File: config.mk
export PLATFORM = sky130hd
export DESIGN_NAME = esp_cmd_top
export DESIGN_NICKNAME = d
export VERILOG_FILES = /design/src/common/esp_cmd_pkg.sv /design/src/common/cmd_if.sv /design/src/design/esp_cmd_top.sv /design/src/design/cmd_regs.sv /design/src/design/cmd_parser.sv /design/src/spi/spi_target.sv
export SDC_FILE = /design/constraint.sdc
export NUM_CORES = 1
export LEC_CHECK = 0
export BUFFER_PORTS_ARGS = -buffer_cell sky130_fd_sc_hd__buf_4
export CAP_MARGIN = 30
export CORE_UTILIZATION = 55
export CTS_CLUSTER_DIAMETER = 60
export DETAILED_ROUTE_END_ITERATION = 10
export GPL_TIMING_DRIVEN = 0
export HOLD_SLACK_MARGIN = 0.15
export PLACE_DENSITY = 0.77
export SYNTH_ARGS = -nofsm -noshare
export SYNTH_HDL_FRONTEND = slang
export SYNTH_SLANG_ARGS = --single-unit
File: constraint.sdc
create_clock -name clk -period 2 [get_ports clk]
set_clock_uncertainty 0.1 [all_clocks]
set_input_delay 0.1 -clock clk [delete_from_list [all_inputs] [get_ports clk]]
set_output_delay 0.1 -clock clk [all_outputs]
set_load 0.01 [all_outputs]
File: src/common/esp_cmd_pkg.sv
package esp_cmd_pkg;

  // one byte as it travels over the serial link
  typedef logic [7:0] byte_t;

  // opcode byte, first byte of every command
  typedef logic [7:0] cmd_t;

  // opcodes kept from the controller firmware, numbering unchanged
  localparam cmd_t CMD_GET_COOKIE    = 8'd0;
  localparam cmd_t CMD_SET_FULL_ADDR = 8'd14;   // p0 != 0 enables full addressing
  localparam cmd_t CMD_GET_VERSION   = 8'd15;
  localparam cmd_t CMD_SEND_KEYB     = 8'd19;   // p0 row, p1 column bits
  localparam cmd_t CMD_SET_LED       = 8'd26;   // p0[2:0] red/green/blue
  localparam cmd_t CMD_GET_CONFIG    = 8'd27;

  // parameter slots in the parser
  localparam int MAX_PARAMS = 2;

  // parameter bytes still to come for the current command
  typedef logic [1:0] param_cnt_t;

  // magic byte the controller probes for
  localparam byte_t COOKIE = 8'haf;

  // packs to {major, minor}
  localparam logic [2:0] VERSION_MAJOR = 3'd0;
  localparam logic [4:0] VERSION_MINOR = 5'd3;

  // rgb status led
  localparam int LED_W = 3;

endpackage
File: src/common/cmd_if.sv
`timescale 1ns/100ps

// one decoded command, parser -> register block
interface cmd_if;
  import esp_cmd_pkg::*;

  cmd_t  op;     // opcode
  byte_t p0;     // first parameter
  byte_t p1;     // second parameter
  logic  exec;   // single-cycle strobe, op/p0/p1 valid with it

  // parser side drives everything
  modport parser (
    output op,
    output p0,
    output p1,
    output exec
  );

  // register block only listens
  modport regs (
    input op,
    input p0,
    input p1,
    input exec
  );

endinterface

File: src/design/esp_cmd_top.sv
`timescale 1ns/100ps

module esp_cmd_top #(
  parameter int KEYB_ROWS = 8
) (
  input  logic                          clk,
  input  logic                          arst_n,
  input  logic                          sck,
  input  logic                          cs_n,
  input  logic                          mosi,
  output logic                          miso,
  input  logic [3:0]                    conf,
  output logic [esp_cmd_pkg::LED_W-1:0] led
);
  import esp_cmd_pkg::*;

  byte_t rx_byte;
  logic  rx_valid;
  logic  frame_start;
  byte_t tx_byte;    // answer from register block
  logic  tx_load;

  cmd_if cmd_bus ();   // parser -> regs

  spi_target u_spi (
    .clk         (clk),
    .arst_n      (arst_n),
    .sck         (sck),
    .cs_n        (cs_n),
    .mosi        (mosi),
    .miso        (miso),
    .rx_byte     (rx_byte),
    .rx_valid    (rx_valid),
    .frame_start (frame_start),
    .tx_byte     (tx_byte),
    .tx_load     (tx_load)
  );

  cmd_parser u_parser (
    .clk         (clk),
    .arst_n      (arst_n),
    .rx_byte     (rx_byte),
    .rx_valid    (rx_valid),
    .frame_start (frame_start),
    .cmd         (cmd_bus.parser)
  );

  cmd_regs #(
    .KEYB_ROWS (KEYB_ROWS)
  ) u_regs (
    .clk     (clk),
    .arst_n  (arst_n),
    .cmd     (cmd_bus.regs),
    .conf    (conf),
    .led     (led),
    .tx_byte (tx_byte),
    .tx_load (tx_load)
  );

endmodule

File: src/design/cmd_regs.sv
`timescale 1ns/100ps

module cmd_regs #(
  parameter int KEYB_ROWS = 8
) (
  input  logic                          clk,
  input  logic                          arst_n,
  cmd_if.regs                           cmd,
  input  logic [3:0]                    conf,
  output logic [esp_cmd_pkg::LED_W-1:0] led,
  output esp_cmd_pkg::byte_t            tx_byte,
  output logic                          tx_load
);
  import esp_cmd_pkg::*;

  byte_t       keyb [KEYB_ROWS];   // keyboard matrix, one byte per row
  int unsigned row;
  logic        full_addr;
  logic        any_key;
  logic        answer_req;         // opcode expects an answer byte
  byte_t       answer;

  assign row = cmd.p0 % KEYB_ROWS;   // row index wraps

  // any key down anywhere in the matrix
  always_comb begin
    any_key = 1'b0;
    for (int r = 0; r < KEYB_ROWS; r++)
      any_key = any_key | (|keyb[r]);
  end

  // answer byte for query commands
  always_comb begin
    answer     = '0;
    answer_req = 1'b1;
    case (cmd.op)
      CMD_GET_COOKIE:  answer = COOKIE;
      CMD_GET_VERSION: answer = {VERSION_MAJOR, VERSION_MINOR};
      CMD_GET_CONFIG:  answer = {full_addr, any_key, 2'b00, conf};
      default:         answer_req = 1'b0;
    endcase
  end

  always_ff @(posedge clk or negedge arst_n) begin
    if (!arst_n) begin
      led       <= '0;
      full_addr <= 1'b0;
      tx_load   <= 1'b0;
      for (int r = 0; r < KEYB_ROWS; r++)
        keyb[r] <= '0;
    end else begin
      tx_load <= cmd.exec && answer_req;
      if (cmd.exec) begin
        case (cmd.op)
          CMD_SET_LED:       led <= cmd.p0[LED_W-1:0];   // bit0 red, bit1 green, bit2 blue
          CMD_SET_FULL_ADDR: full_addr <= |cmd.p0;
          CMD_SEND_KEYB:     keyb[row] <= cmd.p1;
          default: ;
        endcase
      end
    end
  end

  // loaded together with the tx_load pulse
  always_ff @(posedge clk) begin
    if (cmd.exec && answer_req)
      tx_byte <= answer;
  end

endmodule

File: src/design/cmd_parser.sv
`timescale 1ns/100ps

module cmd_parser (
  input  logic               clk,
  input  logic               arst_n,
  input  esp_cmd_pkg::byte_t rx_byte,
  input  logic               rx_valid,
  input  logic               frame_start,
  cmd_if.parser              cmd
);
  import esp_cmd_pkg::*;

  localparam int IDX_W = $clog2(MAX_PARAMS);

  typedef enum logic {
    idle,
    read_params
  } state_t;

  state_t           state;
  cmd_t             op;
  byte_t            params [MAX_PARAMS];
  param_cnt_t       left;       // parameter bytes still missing
  logic [IDX_W-1:0] idx;        // next parameter slot
  logic             exec;
  param_cnt_t       n_params;
  logic             op_known;

  // parameter count per opcode
  always_comb begin
    n_params = '0;
    op_known = 1'b1;
    case (rx_byte)
      CMD_SEND_KEYB:     n_params = 2'd2;
      CMD_SET_LED,
      CMD_SET_FULL_ADDR: n_params = 2'd1;
      CMD_GET_COOKIE,
      CMD_GET_VERSION,
      CMD_GET_CONFIG:    n_params = 2'd0;
      default:           op_known = 1'b0;   // ignored, stay idle
    endcase
  end

  always_ff @(posedge clk or negedge arst_n) begin
    if (!arst_n) begin
      state <= idle;
      left  <= '0;
      idx   <= '0;
      exec  <= 1'b0;
    end else begin
      exec <= 1'b0;
      if (frame_start) begin
        state <= idle;   // every cs frame starts with an opcode
      end else if (rx_valid) begin
        case (state)
          idle: begin
            if (op_known) begin
              if (n_params == '0) begin
                exec <= 1'b1;   // opcode is the whole command
              end else begin
                state <= read_params;
                left  <= n_params;
                idx   <= '0;
              end
            end
          end
          read_params: begin
            idx <= idx + 1'b1;
            if (left == 2'd1) begin
              exec  <= 1'b1;
              state <= idle;
            end else begin
              left <= left - 2'd1;
            end
          end
        endcase
      end
    end
  end

  // opcode and parameter capture
  always_ff @(posedge clk) begin
    if (rx_valid && !frame_start) begin
      if (state == idle)
        op <= rx_byte;
      else
        params[idx] <= rx_byte;
    end
  end

  assign cmd.op   = op;
  assign cmd.p0   = params[0];
  assign cmd.p1   = params[1];
  assign cmd.exec = exec;

endmodule

File: src/spi/spi_target.sv
`timescale 1ns/100ps

module spi_target (
  input  logic               clk,
  input  logic               arst_n,
  input  logic               sck,
  input  logic               cs_n,
  input  logic               mosi,
  output logic               miso,
  output esp_cmd_pkg::byte_t rx_byte,
  output logic               rx_valid,
  output logic               frame_start,
  input  esp_cmd_pkg::byte_t tx_byte,
  input  logic               tx_load
);
  import esp_cmd_pkg::*;

  logic [2:0] sck_sync;    // [1:0] synchronizer, [2] previous value
  logic [2:0] cs_sync;
  logic [1:0] mosi_sync;
  logic       sck_rise;
  logic       sck_fall;
  logic       cs_active;
  logic [2:0] bit_cnt;     // bits seen in the current byte frame
  byte_t      rx_shift;
  byte_t      tx_shift;
  logic       tx_pend;     // answer loaded, frame not started yet
  logic       tx_busy;     // answer frame in progress

  // pin synchronizers, cs resets to deselected
  always_ff @(posedge clk or negedge arst_n) begin
    if (!arst_n) begin
      sck_sync  <= '0;
      cs_sync   <= '1;
      mosi_sync <= '0;
    end else begin
      sck_sync  <= {sck_sync[1:0], sck};
      cs_sync   <= {cs_sync[1:0], cs_n};
      mosi_sync <= {mosi_sync[0], mosi};
    end
  end

  assign sck_rise    = (sck_sync[2:1] == 2'b01);
  assign sck_fall    = (sck_sync[2:1] == 2'b10);
  assign cs_active   = ~cs_sync[1];
  assign frame_start = cs_sync[2] & ~cs_sync[1];   // cs just went low

  // bit counter and receive strobe
  always_ff @(posedge clk or negedge arst_n) begin
    if (!arst_n) begin
      bit_cnt  <= '0;
      rx_valid <= 1'b0;
    end else begin
      rx_valid <= 1'b0;
      if (!cs_active) begin
        bit_cnt <= '0;   // deselect drops a partial byte
      end else if (sck_rise) begin
        bit_cnt  <= bit_cnt + 3'd1;
        rx_valid <= (bit_cnt == 3'd7) && !tx_pend && !tx_busy;   // dummy byte is swallowed
      end
    end
  end

  always_ff @(posedge clk) begin
    if (cs_active && sck_rise)
      rx_shift <= {rx_shift[6:0], mosi_sync[1]};   // msb first
  end

  assign rx_byte = rx_shift;

  // answer frame tracking
  always_ff @(posedge clk or negedge arst_n) begin
    if (!arst_n) begin
      tx_pend <= 1'b0;
      tx_busy <= 1'b0;
    end else begin
      if (tx_load)
        tx_pend <= 1'b1;
      if (!cs_active) begin
        tx_busy <= 1'b0;
      end else if (sck_rise) begin
        if (bit_cnt == 3'd0 && tx_pend) begin
          tx_pend <= 1'b0;   // first bit of the answer frame
          tx_busy <= 1'b1;
        end else if (bit_cnt == 3'd7) begin
          tx_busy <= 1'b0;   // last bit sampled by master
        end
      end
    end
  end

  // mode 0, next bit after each falling edge
  always_ff @(posedge clk) begin
    if (tx_load)
      tx_shift <= tx_byte;
    else if (tx_busy && sck_fall)
      tx_shift <= {tx_shift[6:0], 1'b0};
  end

  // raw cs_n kills miso at once on deselect
  assign miso = ~cs_n & cs_active & (tx_pend | tx_busy) & tx_shift[7];

endmodule

==> results of run 1 <==
==> state kept, by name, indices dropped and copies added (netlist names), 2 cells and up <==
register         count
u_spi.bit_cnt        3
u_spi.mosi_sync      2
u_regs.keyb         64
u_spi.sck_sync       3
u_spi.rx_byte        8
u_regs.tx_byte       7
u_regs.led           3
u_parser.cmd.op      8
u_parser.params     16
u_spi.tx_shift       8
u_spi.cs_sync        3
u_parser.left        2
==> critical path: cells and delay by family (launching register included) <==
kind             cells  cell delay, ns
AND/OR/NAND/NOR      3            1.14
AO/OA/AOI/OAI        1            0.17
flip-flops           1            0.46
==> per-layer routing <==
metal / up-vias / GRT usage [%]
met3: 22 / 6.24
met2: 61 / 37.9
met1: 1580 / 27.7
li1: 1382 / -
met4: 0 / 10.0
met5: - / 0
==> power by group <==
group / switching, mW / internal, mW
Clock: 1.23 / 1.81
Sequential: 0.0153 / 2.87
Combinational: 0.0554 / 0.0443
==> cells in the final DEF, fill, tap and decap left out, types with 2 or more instances in the layout <==
master	n
buf_12	2
edfxtp_1	47
clkbuf_1	3
buf_4	15
nor2b_1	5
o21ai_0	2
nand3_1	2
inv_6	3
nor3_4	3
mux2_2	57
nor4b_1	2
nor2_1	16
nand4_1	5
dfrtp_1	85
nand2_1	12
a22oi_1	2
clkinv_4	4
and3_1	3
mux2_4	16
a21o_1	5
nand3_2	2
and2_1	4
dfstp_2	3
a21oi_1	2
inv_1	4
nor2b_2	2
buf_6	3
ha_1	4
or4_1	3
dlygate4sd3_1	12
nor4_1	18
nand2b_1	2
clkinvlp_4	2
clkbuf_16	18
==> worst max path at each step <==
stage                                  end  slack, ns                from
after floorplan            u_regs.keyb[40]       0.08  u_parser.cmd.op[3]
after global placement     u_regs.keyb[47]      -0.11  u_parser.cmd.op[3]
after detailed placement   u_regs.keyb[44]      -0.15  u_parser.cmd.op[3]
after CTS                  u_regs.keyb[63]      -0.06  u_parser.cmd.op[3]
after global routing        u_regs.keyb[1]      -0.08  u_parser.cmd.op[5]
final                     u_parser.left[1]      0.001    u_spi.rx_byte[5]
==> cells by family (layout without fill, tap and decap cells) <==
family                     count (synthesis)  count (layout)
DFF                                      135             135
and+or+nand+nor                           90              90
muxes                                     75              75
AOI/OAI and AO/OA                         23              23
buffers and inverters                     11              72
adders and majority gates                  4               4
xor gates and xnor gates                   2               2
==> per-stage QoR <==
| step | hold slack (ns) | TNS (ns) | utilization (%) | instances |
|---|---|---|---|---|
| floorplan | -0.296 | 0 | - | 340 |
| global placement | 0.109 | -1.99 | 60.1 | 481 |
| detailed placement | 0.00299 | -3.29 | 60.4 | 482 |
| CTS | 0.252 | -1.11 | 68.6 | 529 |
| global route | 0.252 | -1.62 | 69.8 | 530 |
| finish | 0.250 | 0 | 69.8 | 530 |
==> timing repair <==
action / CTS / global route
buffers inserted: 4 / 2
endpoints found under the hold margin: 95 / 0
pin swaps: 4 / 2
hold buffers: 13 / 0
resized for setup: 4 / 25
setup endpoints to repair: 56 / 56
==> final cells by class <==
cell class              count  area, um2
inverters                   4       15.0
well taps                 129        161
plain buffers               5       31.3
multi-input cells         194       1790
repair buffers             32        323
clock buffers              20        468
flip-flops and latches    135       3620
fillers                   580       2810
clock inverters            11        113
==> results.cfg, run 1 <==
[synth]
synth_compound_gate_area_share_pct = 3.16
post_synth_xor_area_fraction_pct = 0.327
seq_area_frac_synth_pct = 67.6
syn_avg_cell_area_um2 = 15.7
postSynthCellCount = 340
yosysWarnings = 0
netlist-cell-type-count = 49
largest_family_of_logic_cells_by_synthesized_area = multiplexers
syn-cell-area_um2 = 5350
synth_flop_cell = dfrtp_1
synth.mux.area_fraction_pct = 15.8
synthAdderAreaFrac_pct = 0.935
synthSimpleGateAreaFrac_pct = 11.2
leading_post_synthesis_cells_by_cell_area = dfrtp_1 40%, edfxtp_1 26%, mux2_2 15%
synth-edff-count = 47
synth_async_sr_flop_share_pct = 65.2
postSynthRegisterBits = 135
number_of_nets_in_the_synthesized_netlist = 353
synth_largest_type_area_fraction_pct = 39.7
synth_commonest_cells = 85 x dfrtp_1, 73 x mux2_2, 47 x edfxtp_1
synth.most_common_cell = dfrtp_1
synth_largest_area_cell = dfrtp_1

[timing]
setup_ws_ns = 0.00149
finalWorstPathRequiredPeriod_ns = 2.00
transition_time_of_the_tightest_slew_check_pin_ns = 0.814
final_min_period_over_clock_period_pct = 99.9
hold_violations = 0
final-max-slew-violation-count = 0
max_clock_freq_mhz = 500
final-setup-viol-count = 0
rsz0062_at_grt = true
timing.max_slew.rel_slack_pct = 45.6

[drt]
first_iter_violations = 100
final_antenna_net_count = 0
detail_route.wl_per_cell_um = 20.1
top_sig_layer = met4
detailroute.wirelength.met2_um = 5340
dr_wl_met3_um = 345
drt_pass1_iterations = 4
drt_wirelength_um = 10700
drc_errors = 0
num_vias = 3045
avgViaCountPerCell = 5.75
m1WireLength_um = 4770

[setup_path]
crit_type = reg2reg
rr_worst_depth = 4
worst_r2r_startpoint = u_spi.rx_byte[5]
start_kind = flip-flop
r2r_setup_slk_ns = 0.001
crit_path_cell_trace = nor4b_1, nor2_1, nor2_1, o221ai_1
worst_path_most_repeated_cell = nor2_1
max_stage_delay_ns = 0.66
worst_r2r_endpoint = u_parser.left[1]
worst_path_max_delay_cell = nor4b_1
type_of_element_capturing_the_critical_path = flip-flop
critPathArrivalTime_ns = 2.29
cp_max_fo = 6
critical_path_required_ns = 2.29

[placement]
final_wtd_congestion = 0.789
post-dp-hpwl_um = 6130
place.port_buffers = 12
placement.cell_area_um2 = 5630
place_ws_ns = -0.153

[global_route]
grt_pass1_vias = 3113
grt_first_pass_wirelength_um = 16600
grt_use_total_pct = 22.7
grt-ovfl-total = 0
grt_antenna_before_repair = 0
grt_start_max_net_pins = 53

[job]
cap_viol_max_count = 0

[worst_hold_path]
hold_crit_start = u_spi.mosi_sync[0]
hold_path_depth = 0
worst_hold_path.endpoint = u_spi.mosi_sync[1]
worst_hold_class = reg2reg

[final_layout]
final_net_count = 402
antennaDiodeCount = 0
stdcell_area_um2 = 6520
drive_above_1_share_pct = 37.2
syn_to_final_growth_pct = 21.7

[clock_tree]
cts.root.buffer_cell = clkbuf_8
cts_tree = built
number_of_buffers_created_by_cts = 17
max_clock_buf_depth = 2
clkLatencyLatePin_ns = 0.53
clkSlewWorstSetupHoldPaths_ns = 0.06
cts_sinks = 135
h_tree_depth = 4

[outcome]
status = finished clean

[pwr]
totalPowerFinal_mw = 6.02
vdd_ir_drop_max_v = 0.000593
p_per_area_nw_per_um2 = 925
total_leakage_power_nw = 2.87

[die]
top_level_ports = 13
rows = 35
chipWidth_um = 101
floorplan.initialDensity_pct = 57.4
fp.coreArea_um2 = 9330
die_h_um = 101
floorplan.die_area_um2 = 10100
Power figures use the tool's default switching activity.
==> inputs of run 2 (changes only) <==
--- a/config.mk
+++ b/config.mk
@@ -7,12 +7,14 @@
 export LEC_CHECK = 0
 export BUFFER_PORTS_ARGS = -buffer_cell sky130_fd_sc_hd__buf_4
 export CAP_MARGIN = 30
-export CORE_UTILIZATION = 55
+export CELL_PAD_IN_SITES_DETAIL_PLACEMENT = 1
+export CELL_PAD_IN_SITES_GLOBAL_PLACEMENT = 1
+export CORE_UTILIZATION = 47
 export CTS_CLUSTER_DIAMETER = 60
 export DETAILED_ROUTE_END_ITERATION = 10
 export GPL_TIMING_DRIVEN = 0
 export HOLD_SLACK_MARGIN = 0.15
-export PLACE_DENSITY = 0.77
+export PLACE_DENSITY = 0.82
 export SYNTH_ARGS = -nofsm -noshare
 export SYNTH_HDL_FRONTEND = slang
 export SYNTH_SLANG_ARGS = --single-unit
==> results.cfg, run 2 (synthesis results as in run 1) <==
[setup_path]
max_stage_delay_ns = 0.43
crit_type = reg2reg
worst_path_most_repeated_cell = nor3_4
start_kind = flip-flop
worst_path_max_delay_cell = edfxtp_1
type_of_element_capturing_the_critical_path = flip-flop
critical-path-top-delay-family = simple AND/OR/NAND/NOR gates
critical_path_required_ns = 2.19
cp_num_buf_inv = 3
critPathArrivalTime_ns = 2.22
worst_r2r_startpoint = u_parser.cmd.op[5]
crit_path_cell_trace = nor3_4, buf_6, nand3_4, buf_4, nor3_4, buf_12, mux2_2
cp_max_fo = 8
setup.worst_path.start = u_parser.cmd.op[5]

[final_layout]
utilization_pct = 60.4
drive_above_1_share_pct = 36.8
largest_register = u_regs.keyb
layout_common_cells = 85 x dfrtp_1, 57 x mux2_2, 47 x edfxtp_1
syn_to_final_growth_pct = 24.0
top_regs = u_regs.keyb: 64 flops, u_parser.params: 16 flops
largest_register_ffs = 64
final_net_count = 402
antennaDiodeCount = 0
mostFrequentLayoutCell = dfrtp_1

[global_route]
grt_use_total_pct = 24.1
grt_pass1_vias = 3544
grt-ovfl-total = 0
grt_first_pass_wirelength_um = 20300
grt_start_max_net_pins = 68
grt_antenna_before_repair = 0

[clock_tree]
cts_sinks = 135
h_tree_depth = 4
clkLatencyLatePin_ns = 0.42
number_of_buffers_created_by_cts = 17
cts.root.buffer_cell = clkbuf_16
clkSlewWorstSetupHoldPaths_ns = 0.06
cts_tree = built
max_clock_buf_depth = 2

[timing]
rsz0062_at_grt = true
final-max-slew-violation-count = 0
final_min_period_over_clock_period_pct = 101
timing.max_slew.rel_slack_pct = 40.2
finalWorstPathRequiredPeriod_ns = 2.02
final-setup-viol-count = 4
hold_violations = 0
setup_ws_ns = -0.0247
transition_time_of_the_tightest_slew_check_pin_ns = 0.895
max_clock_freq_mhz = 494

[pwr]
vdd_ir_drop_max_v = 0.000673
pwr-share-comb_pct = 1.5
internal_power_mw = 5.27
total_leakage_power_nw = 2.91
seqPwrFrac_pct = 44.6
netSwitchingPower_mw = 1.20
p_per_area_nw_per_um2 = 975
totalPowerFinal_mw = 6.47
switching_share_pct = 18.5
power_frac_clock_pct = 53.9

[die]
rows = 38
top_level_ports = 13
chipWidth_um = 109
fp.coreArea_um2 = 11000
floorplan.die_area_um2 = 11800
floorplan.initialDensity_pct = 48.7
die_h_um = 109

[job]
cap_viol_max_count = 0

[placement]
final_wtd_congestion = 0.760
post-dp-hpwl_um = 7120
place.port_buffers = 12

[drt]
avgViaCountPerCell = 5.73
drc_errors = 0
drt_pass1_iterations = 4
detail_route.wl_per_cell_um = 22.8
drt_wirelength_um = 12400
first_iter_violations = 104
final_antenna_net_count = 0
num_vias = 3107

[worst_hold_path]
worst_hold_class = in2reg
hold_crit_start = mosi

[outcome]
status = finished with violations
violations = setup timing
-- run 2: cell count changes in the layout (fill, tap and decap cells not counted), sizes merged --
cell,change
buf,+1
bufinv,+5
clkbuf,+2
clkinvlp,-2
dlygate4sd3,-1
inv,-4
-- run 2: what timing repair did --
action | 4_1_cts | 5_1_grt
setup buffers | 8 | 1
gates cloned | 0 | 0
setup endpoints to repair | 66 | 82
hold buffers | 11 | 0
pin swaps | 6 | 4
hold endpoints to repair | 95 | 0
gates resized for setup | 23 | 11
-- run 2: final cells by class --
type | instances | area (um2)
inverters | 4 | 15.0
clock inverters | 10 | 199
well taps | 140 | 175
flip-flops and latches | 135 | 3620
multi-input cells | 194 | 1820
clock buffers | 22 | 454
plain buffers | 4 | 26.3
fillers | 986 | 4350
repair buffers | 33 | 332
-- run 2: final timing paths --
| kind | endpoint | slack, ns | cells past startpoint |
|---|---|---|---|
| setup / recovery | u_regs.keyb[33] | -0.02 | 7 |
| hold / removal | u_spi.mosi_sync[0] | 0.24 | 2 |
| setup reg to reg | u_regs.keyb[33] | -0.02 | 7 |
| hold reg to reg | u_spi.sck_sync[1] | 0.25 | 0 |
| max in group asynchronous | u_spi.tx_pend | 0.45 | 3 |
| min in group asynchronous | u_regs.led[2] | 0.75 | 4 |
-- run 2: metal layers --
| layer | vias to the layer above | part of all wire [%] | global-route usage [%] |
|---|---|---|---|
| met3 | 22 | 2.7 | 6.10 |
| met5 | - | 0 | 0 |
| met4 | 0 | 1.9 | 8.01 |
| li1 | 1383 | - | - |
| met2 | 55 | 55 | 42.6 |
| met1 | 1647 | 41 | 28.7 |
-- run 2: power groups by stage --
stage / registers, mW / logic [mW] / clock network (mW)
floorplan: 2.93 / 0.0180 / 0
global placement: 2.94 / 0.0678 / 0
detailed placement: 2.94 / 0.0773 / 0
CTS: 2.89 / 0.0974 / 3.52
global route: 2.89 / 0.108 / 3.64
finish: 2.89 / 0.0955 / 3.49
-- run 2: worst register-to-register path: stages (launching register included) --
cell	delay, ns
edfxtp_1	0.43
nor3_4	0.28
buf_6	0.14
nand3_4	0.11
buf_4	0.18
nor3_4	0.16
buf_12	0.16
mux2_2	0.35
-- run 2: per-stage QoR --
step / setup TNS, ns / area [um2] / setup slack, ns / hold slack (ns) / instances
floorplan: 0 / 5350 / 0.0760 / -0.296 / 340
global placement: -2.54 / 5620 / -0.136 / 0.109 / 492
detailed placement: -5.77 / 5650 / -0.203 / -0.0784 / 493
CTS: 0 / 6580 / 0.00123 / 0.224 / 542
global route: -0.620 / 6640 / -0.0480 / 0.223 / 542
finish: -0.0376 / 6640 / -0.0247 / 0.238 / 542
